`src/include/xtea_config.svh`:
```
`ifndef XTEA_CONFIG_SVH
`define XTEA_CONFIG_SVH

`define XTEA_ROUNDS     32
`define XTEA_DELTA      32'h9E3779B9

`define XTEA_ADDR_KEY0  3'd0
`define XTEA_ADDR_KEY1  3'd1
`define XTEA_ADDR_KEY2  3'd2
`define XTEA_ADDR_KEY3  3'd3
`define XTEA_ADDR_MODE  3'd4

`endif

```
`src/xtea_pkg.sv`:
```
package xtea_pkg;

    // one 64-bit xtea block.
    typedef struct packed {
        logic [31:0] v0;
        logic [31:0] v1;
    } half_block_t;

    // two independent lanes in y0,z0,y1,z1 order.
    typedef struct packed {
        half_block_t lane_hi;
        half_block_t lane_lo;
    } data_block_t;

    typedef struct packed {
        logic [31:0] k0;
        logic [31:0] k1;
        logic [31:0] k2;
        logic [31:0] k3;
    } cipher_key_t;

    typedef enum logic {
        MODE_ENCRYPT = 1'b0,
        MODE_DECRYPT = 1'b1
    } cipher_mode_t;

    // single register write, applied when strobe is high.
    typedef struct packed {
        logic [2:0]  addr;
        logic [31:0] data;
        logic        strobe;
    } cfg_write_t;

    // half being updated this cycle.
    typedef enum logic {
        PHASE_V0 = 1'b0,
        PHASE_V1 = 1'b1
    } half_phase_t;

endpackage

```
`src/xtea_key_regs.sv`:
```
`include "xtea_config.svh"

module xtea_key_regs (
    input  logic                   clock,
    input  logic                   reset,
    input  xtea_pkg::cfg_write_t   cfg,
    output xtea_pkg::cipher_key_t  key,
    output xtea_pkg::cipher_mode_t mode
);

    xtea_pkg::cipher_key_t  key_q;
    xtea_pkg::cipher_mode_t mode_q;

    always_ff @(posedge clock) begin
        if (reset) begin
            key_q  <= '0;
            mode_q <= xtea_pkg::MODE_ENCRYPT;
        end else if (cfg.strobe) begin
            case (cfg.addr)
                `XTEA_ADDR_KEY0: begin
                    key_q.k0 <= cfg.data;
                end
                `XTEA_ADDR_KEY1: begin
                    key_q.k1 <= cfg.data;
                end
                `XTEA_ADDR_KEY2: begin
                    key_q.k2 <= cfg.data;
                end
                `XTEA_ADDR_KEY3: begin
                    key_q.k3 <= cfg.data;
                end
                `XTEA_ADDR_MODE: begin
                    mode_q <= xtea_pkg::cipher_mode_t'(cfg.data[0]); // bit 0 only.
                end
                default: begin
                    // unmapped address, write dropped.
                end
            endcase
        end
    end

    // engine samples these only when it accepts a start.
    assign key  = key_q;
    assign mode = mode_q;

endmodule

```
`src/xtea_lane_round.sv`:
```
module xtea_lane_round (
    input  xtea_pkg::half_block_t  block,
    input  xtea_pkg::cipher_key_t  key,
    input  logic [31:0]            sum,
    input  xtea_pkg::half_phase_t  phase,
    input  xtea_pkg::cipher_mode_t mode,
    output xtea_pkg::half_block_t  next_block
);

    logic [1:0]  key_idx;
    logic [31:0] key_word;
    logic [31:0] other;
    logic [31:0] target;
    logic [31:0] mix;
    logic [31:0] updated;

    // v0 uses sum[1:0], v1 uses sum[12:11].
    assign key_idx = (phase == xtea_pkg::PHASE_V0) ? sum[1:0] : sum[12:11];

    always_comb begin
        case (key_idx)
            2'd0:    key_word = key.k0;
            2'd1:    key_word = key.k1;
            2'd2:    key_word = key.k2;
            default: key_word = key.k3;
        endcase
    end

    assign other  = (phase == xtea_pkg::PHASE_V0) ? block.v1 : block.v0;
    assign target = (phase == xtea_pkg::PHASE_V0) ? block.v0 : block.v1;

    assign mix = (((other << 4) ^ (other >> 5)) + other) ^ (sum + key_word);

    assign updated = (mode == xtea_pkg::MODE_ENCRYPT) ? target + mix : target - mix;

    always_comb begin
        next_block = block; // untouched half passes through.
        if (phase == xtea_pkg::PHASE_V0) begin
            next_block.v0 = updated;
        end else begin
            next_block.v1 = updated;
        end
    end

endmodule

```
`src/xtea_round_engine.sv`:
```
`include "xtea_config.svh"

module xtea_round_engine (
    input  logic                   clock,
    input  logic                   reset,
    input  logic                   start,
    input  xtea_pkg::data_block_t  block_in,
    input  xtea_pkg::cipher_key_t  key,
    input  xtea_pkg::cipher_mode_t mode,
    output logic                   busy,
    output logic                   done,
    output xtea_pkg::data_block_t  block_out
);

    localparam int ROUND_W = ($clog2(`XTEA_ROUNDS) > 0) ? $clog2(`XTEA_ROUNDS) : 1;
    localparam logic [ROUND_W-1:0] LAST_ROUND = ROUND_W'(`XTEA_ROUNDS - 1);
    localparam logic [31:0] DELTA = `XTEA_DELTA;
    localparam logic [31:0] SUM_DECRYPT = 32'(`XTEA_DELTA * `XTEA_ROUNDS); // mod 2^32.

    typedef enum logic [1:0] {
        S_IDLE,
        S_HALF1,
        S_HALF2,
        S_FINISH
    } state_t;

    state_t                 state;
    logic [ROUND_W-1:0]     round_cnt;
    logic [31:0]            sum;
    logic [31:0]            sum_step;
    logic [31:0]            lane_sum;
    xtea_pkg::data_block_t  blk;
    xtea_pkg::cipher_key_t  key_q;
    xtea_pkg::cipher_mode_t mode_q;
    xtea_pkg::half_phase_t  phase;
    xtea_pkg::half_block_t  next_hi;
    xtea_pkg::half_block_t  next_lo;
    logic                   accept;

    assign accept = (state == S_IDLE) && start;
    assign busy   = (state != S_IDLE);

    // encrypt walks v0 then v1, decrypt the reverse.
    always_comb begin
        if (state == S_HALF2) begin
            phase = (mode_q == xtea_pkg::MODE_ENCRYPT) ? xtea_pkg::PHASE_V1
                                                       : xtea_pkg::PHASE_V0;
        end else begin
            phase = (mode_q == xtea_pkg::MODE_ENCRYPT) ? xtea_pkg::PHASE_V0
                                                       : xtea_pkg::PHASE_V1;
        end
    end

    assign sum_step = (mode_q == xtea_pkg::MODE_ENCRYPT) ? sum + DELTA : sum - DELTA;
    assign lane_sum = (state == S_HALF2) ? sum_step : sum; // second half sees stepped sum.

    xtea_lane_round u_lane_hi (
        .block      (blk.lane_hi),
        .key        (key_q),
        .sum        (lane_sum),
        .phase      (phase),
        .mode       (mode_q),
        .next_block (next_hi)
    );

    xtea_lane_round u_lane_lo (
        .block      (blk.lane_lo),
        .key        (key_q),
        .sum        (lane_sum),
        .phase      (phase),
        .mode       (mode_q),
        .next_block (next_lo)
    );

    // operands and working state.
    always_ff @(posedge clock) begin
        if (accept) begin
            blk    <= block_in;
            key_q  <= key;
            mode_q <= mode;
            sum    <= (mode == xtea_pkg::MODE_ENCRYPT) ? 32'd0 : SUM_DECRYPT;
        end else if (state == S_HALF1) begin
            blk <= '{lane_hi: next_hi, lane_lo: next_lo};
        end else if (state == S_HALF2) begin
            blk <= '{lane_hi: next_hi, lane_lo: next_lo};
            sum <= sum_step;
        end
    end

    always_ff @(posedge clock) begin
        if (reset) begin
            state     <= S_IDLE;
            round_cnt <= '0;
            done      <= 1'b0;
            block_out <= '0;
        end else begin
            done <= 1'b0;
            case (state)
                S_IDLE: begin
                    round_cnt <= '0;
                    if (start) begin
                        state <= S_HALF1;
                    end
                end
                S_HALF1: begin
                    state <= S_HALF2;
                end
                S_HALF2: begin
                    round_cnt <= round_cnt + 1'b1;
                    if (round_cnt == LAST_ROUND) begin
                        state <= S_FINISH; // last update lands here.
                    end else begin
                        state <= S_HALF1;
                    end
                end
                S_FINISH: begin
                    state     <= S_IDLE;
                    block_out <= blk;
                    done      <= 1'b1;
                end
                default: begin
                    state <= S_IDLE;
                end
            endcase
        end
    end

endmodule

```
`src/xtea_unit.sv`:
```
module xtea_unit (
    input  logic                  clock,
    input  logic                  reset,
    input  xtea_pkg::cfg_write_t  cfg,
    input  logic                  start,
    input  xtea_pkg::data_block_t block_in,
    output logic                  busy,
    output logic                  done,
    output xtea_pkg::data_block_t block_out
);

    xtea_pkg::cipher_key_t  key;
    xtea_pkg::cipher_mode_t mode;

    xtea_key_regs u_key_regs (
        .clock (clock),
        .reset (reset),
        .cfg   (cfg),
        .key   (key),
        .mode  (mode)
    );

    // key and mode are captured by the engine at start.
    xtea_round_engine u_engine (
        .clock     (clock),
        .reset     (reset),
        .start     (start),
        .block_in  (block_in),
        .key       (key),
        .mode      (mode),
        .busy      (busy),
        .done      (done),
        .block_out (block_out)
    );

endmodule

```
`config.mk`:
```
export PLATFORM = sky130hd
export DESIGN_NAME = xtea_unit
export DESIGN_NICKNAME = d
export VERILOG_FILES = /design/src/xtea_pkg.sv /design/src/xtea_key_regs.sv /design/src/xtea_lane_round.sv /design/src/xtea_round_engine.sv /design/src/xtea_unit.sv
export VERILOG_INCLUDE_DIRS = /design/src /design/src/include
export SDC_FILE = /design/constraint.sdc
export NUM_CORES = 2
export LEC_CHECK = 0
export ABC_CLOCK_PERIOD_IN_PS = 11800
export BUFFER_PORTS_ARGS = -buffer_cell sky130_fd_sc_hd__buf_2
export CORE_ASPECT_RATIO = 0.6
export CORE_MARGIN = 2
export CORE_UTILIZATION = 38
export CTS_BUF_LIST = sky130_fd_sc_hd__clkbuf_8
export CTS_CLUSTER_SIZE = 8
export DETAILED_ROUTE_END_ITERATION = 8
export PLACE_DENSITY = 0.59
export SLEW_MARGIN = 20
export SYNTH_ARGS = -nofsm -noshare
export SYNTH_HDL_FRONTEND = slang
export SYNTH_HIERARCHICAL = 1
export SYNTH_SLANG_ARGS = --single-unit
export TNS_END_PERCENT = 30
```
`constraint.sdc`:
```
create_clock -name clock -period 11.8 [get_ports clock]
set_input_delay 1.18 -clock clock [delete_from_list [all_inputs] [get_ports clock]]
set_output_delay 1.18 -clock clock [all_outputs]
set_load 0.005 [all_outputs]
```
After elaboration in Yosys (flattened, before gate mapping)
Cells that the tools add are included.

Logic and storage cells: 88. Register bits: 554. Input port bits: 167.

Bitwise operators: 4. Equal/unequal tests: 12. $add $sub $neg: 10. Reduce and logical (&&, ||, !) cells: 12. Mux-type cells: 28.

Operators by type and width (number): two-way mux 32 bit (15); two-way mux 128 bit (3); adder 32 bit (5); one-hot mux 32 bit (3 select lines) (1); subtractor 32 bit (2); XOR 32 x 27 -> 32 bit (2); XOR 32 bit (2); adder 32 bit, second input constant (1); subtractor 32 bit, second input constant (1); one-hot mux 5 bit (2 select lines) (1); AND reduction 2 bit (5); one-hot mux 2 bit (4 select lines) (1); equality test 2 bit, second input constant (3); equality test 3 x 2 -> 1 bit, second input constant (2); two-way mux 2 bit (3); adder 5 x 1 -> 5 bit, second input constant (1); equality test 5 bit, second input constant (1); equality test 2 x 1 -> 1 bit, second input constant (2); zero test 2 bit (2); two-way mux 1 bit (4); nonzero test 2 bit (2); equality test 3 x 1 -> 1 bit, second input constant (1); equality test 3 bit, second input constant (1); zero test 3 bit (1); other kinds (4) (4).

Depth between registers and ports, before layout
Word-level depth: 14. Depth in mapped cells: 40.

Modules after synthesis
Netlist, hierarchy kept.

By module, submodules not included: xtea_round_engine (cells an instance 1676, seq. area each 11400.9 um2, times used 1, area an instance 17466.8 um2); xtea_lane_round at u_engine.u_lane_hi (cells an instance 1093, seq. area each 0.0 um2, times used 1, area an instance 8184.1 um2); xtea_lane_round at u_engine.u_lane_lo (cells an instance 1063, seq. area each 0.0 um2, times used 1, area an instance 7950.1 um2); xtea_key_regs (cells an instance 458, seq. area each 2582.5 um2, times used 1, area an instance 5118.7 um2).

Least setup slack after synthesis
Ideal clock, no wire load.

Path kind: register to register. From: register u_engine.mode_q. To: register u_engine/blk[127] (netlist name) (data pin). Required time: 11.670 ns. Period minus slack after synthesis: 9.332 ns. Setup time: 0.130 ns. Data arrival time: 9.202 ns. Cell stages (with the launch flop): 39. Path slack: 2.468 ns. Cells stage by stage: edfxtp_1 inv_1 ha_1 buf_6 a21oi_1 a311oi_2 a211oi_2 xnor2_1 nand2_1 nand2_1 mux2i_1 clkbuf_1 mux4_2 ha_1 a21o_1 a221oi_1 o21bai_2 xnor3_2 (+3 left out) and4_1 a21oi_1 xor2_1 ha_1 clkbuf_1 a21o_1 a21o_1 a211oi_1 o21ai_0 a21o_1 nand4_1 a31oi_1 xnor3_1 nand2_1 or4_1 nand4_1 nand2_1 nand2_1.

RTL lines: start, declared (RTL line xtea_round_engine.sv:34) `xtea_pkg::cipher_mode_t mode_q;`; start signal, assigned (RTL line xtea_round_engine.sv:80) `mode_q <= mode;`; end signal, assigned (RTL line xtea_round_engine.sv:78) `blk <= block_in;`; end signal, assigned (RTL line xtea_round_engine.sv:83) `blk <= '{lane_hi: next_hi, lane_lo: next_lo};`; end signal, assigned (RTL line xtea_round_engine.sv:85) `blk <= '{lane_hi: next_hi, lane_lo: next_lo};`; end, declared (RTL line xtea_round_engine.sv:32) `xtea_pkg::data_block_t blk;`.

==> key figures <==
Outcome
  • Status: finished, final reports clean

Placement
  • Gpl congestion: around 1.0
  • Port Buffers: a little under 300
  • DP Wirelength: 96700 um
  • Pre-CTS WS: 1.93 ns

STA
  • Hold WS: 0.414 ns
  • Final Skew: 0.0537 ns
  • Final period util: 0.865
  • Post-layout min period: 10.20 ns
  • RSZ-0062 raised after global routing: no
  • Worst Tran Pin Value: 1.22 ns
  • Max_slew headroom: 0.178
  • Slew Limit Fails: 0
  • Final setup violation count: 0
  • Setup TNS: 0 ns
  • F_max: 98.0 MHz
  • Worst Slack Setup Final: around 1.6 ns
  • Endpoints failing hold: 0

Cells and area
  • Area grow syn2layout: 11.6%
  • Fraction of layout cells with a size suffix above 1: 0.144
  • Number of fill cells: 9929
  • Reg area: approximately 14000 um^2
  • Nets: 4920
  • Most common cell after layout, fill and taps aside: nand2_1
  • Area taken by multi-input logic gates: 23700 um^2
  • Final core utilization: 0.429
  • Commonest non-fill, non-tap cells in the layout: nand2_1 (922), a21oi_1 (363), buf_2 (295)

Clock tree
  • H-tree depth: 3
  • CTS root buffer: clkbuf_8
  • Num CTS Buffers: 87
  • Clock sink count: 554
  • CTS tree: yes
  • Clk Latency, worst-skew pair: 0.81 ns
  • Post-CTS repair timing setup buffer count: 0
  • Reg clk slew, reported paths: 0.07 ns
  • Post-CTS resize count: 0
  • Hold_buf cts: 0
  • CTS max path bufs: 3

Routing
  • Initial DRT Pass Iterations: 6
  • Wire per inst: 21.2 um
  • DR DRC count: 0
  • Final WL: about 130000 um
  • Starting DRT DRC Count: 3384
  • Via Count: 33100
  • Final ANT Viol Nets: 0
  • Via density: ~5.6

Logic synthesis
  • Post-synth EDFFs: 289
  • Post-synth ARST share: 0
  • Post-synthesis cell area: 38700 um^2
  • Post-synth top flop: edfxtp_1
  • Mapped Cells: 4290
  • Mean area per synthesized cell: roughly 9 um^2
  • Seq/Total Area, Yosys: 0.361
  • Yosys reg bits: 554
  • Netlist cell types: 114
  • Net Count, Synth: 4696
  • Syn. warnings: 6

Global route
  • Met3 Use GR: 0.0556
  • Met1 Usage GRT: 0.359
  • Largest net degree at the start of global routing: 129
  • Vias in the first global route: 30900
  • First-pass GRT wire length: 190000 um
  • Met2 usage: 0.340
  • GRT Resource Usage Total: 0.235
  • Initial antenna violation count: 2
  • GRT Max-Usage Layer: met1
  • Gr ovfl total: 0

Floorplanning
  • Ports: 297
  • Rows: 90
  • Die width: 416 um
  • Die Ht: 251 um
  • Initial Util: 0.384
  • Die ar.: around 100000 um^2
  • Core footprint: between 100000 and 150000 um^2

Setup path
  • Critical path capture point type: flop
  • Crit path arrival time: ~11 ns
  • Worst Setup Path Type: flop to flop
  • Worst path slowest cell: a21oi_1
  • FF-to-FF setup slack: 1.60 ns
  • Worst-path maximum fanout: 22
  • Critical Path RT: 12.46 ns
  • CP peak stage delay: ~0.57 ns
  • Critical Path Source Type: flop
  • Critical Path Most Common Cell: a21o_1

Worst hold path
  • Hold Crit Class: flop to flop

Flow run
  • Max cap viols: 0
==> stage by stage <==
step,cells,instance area (um^2)
after floorplan,4290,38700
after global placement,5759,41500
after detailed placement,5759,41500
after CTS,5921,43200
after global routing,5924,43200
final,5925,43200
==> per-layer routing <==
| metal | vias to the layer above | wire length (um) |
|---|---|---|
| met1 | 16100 | 61400 |
| met2 | 1165 | 52400 |
| met5 | - | 0 |
| met3 | 110 | 10600 |
| met4 | 0 | 1450 |
| li1 | 15800 | - |
==> cells by family after synthesis <==
logic type,Yosys count,share of synthesized area
adders and majority gates,239,0.0786
muxes,282,0.0961
and+or+nand+nor,1563,0.187
xor gates and xnor gates,350,0.0819
AOI/OAI and AO/OA,1014,0.166
buffers and inverters,288,0.0293
DFF,554,0.361
==> area by class of cell <==
type	count	share of cell area
Antenna cell	4	0.000232
Clock buffer	94	0.0299
Clock inverter	68	0.00921
Inverter	81	0.00721
Multi-Input combinational cell	3448	0.548
Sequential cell	554	0.324
Tap cell	1334	0.0386
Timing Repair Buffer	342	0.0428
==> critical path, delay by kind of cell (launching register included) <==
kind                     cells  cell delay (ns)
XOR/XNOR                     3             0.95
buffers and inverters        3             0.91
multiplexers                 2             0.85
AO/OA/AOI/OAI               16             3.71
AND/OR/NAND/NOR             10             1.90
flip-flops                   1             0.38
adder cells (fa/ha/maj)      3             1.36
==> cell usage after synthesis (all sizes together) (11+ instances only) <==
cell type | count | area, um^2
ha | 232 | 2900
nor2b | 41 | 257
mux4 | 64 | 1440
mux2 | 75 | 848
a21oi | 367 | 1850
nor2 | 143 | 537
a21boi | 13 | 101
dfxtp | 265 | 5310
nand4 | 32 | 206
o21bai | 57 | 435
o211ai | 13 | 103
a211oi | 31 | 253
o21a | 37 | 278
a41oi | 11 | 111
clkbuf | 168 | 634
o31ai | 18 | 135
nor3 | 41 | 210
o21ai | 212 | 1070
a31oi | 43 | 299
xnor2 | 233 | 2050
nand3 | 60 | 318
edfxtp | 289 | 8680
xor2 | 110 | 963
buf | 39 | 196
a21o | 122 | 917
and2 | 38 | 238
and3 | 26 | 163
nand2 | 925 | 3470
nand2b | 193 | 1210
mux2i | 143 | 1430
inv | 80 | 300
==> final timing paths <==
path,cells after the start,startpoint,end
hold reg to reg,0,u_key_regs/key[111]$_SDFFE_PP0P_,u_engine/key_q[111]$_DFFE_PP_
setup / recovery,37,u_engine/mode_q$_DFFE_PP_,u_engine/blk[127]$_DFFE_PP_
setup reg to reg,37,u_engine/mode_q$_DFFE_PP_,u_engine/blk[127]$_DFFE_PP_
hold / removal,0,u_key_regs/key[111]$_SDFFE_PP0P_,u_engine/key_q[111]$_DFFE_PP_
==> state kept, by name, indices dropped and copies added, names as in the netlist <==
register,flops
u_engine/mode_q,1
u_key_regs/mode,1
u_engine/round_cnt,5
u_engine/blk,128
u_engine/sum,32
u_engine/key_q,128
u_engine/state,2
u_engine/done,1
u_key_regs/key,128
u_engine/block_out,128
Power is left out: the tool's default activity adds up to more than one toggle a clock period on the data nets, which glitch-free logic cannot reach.
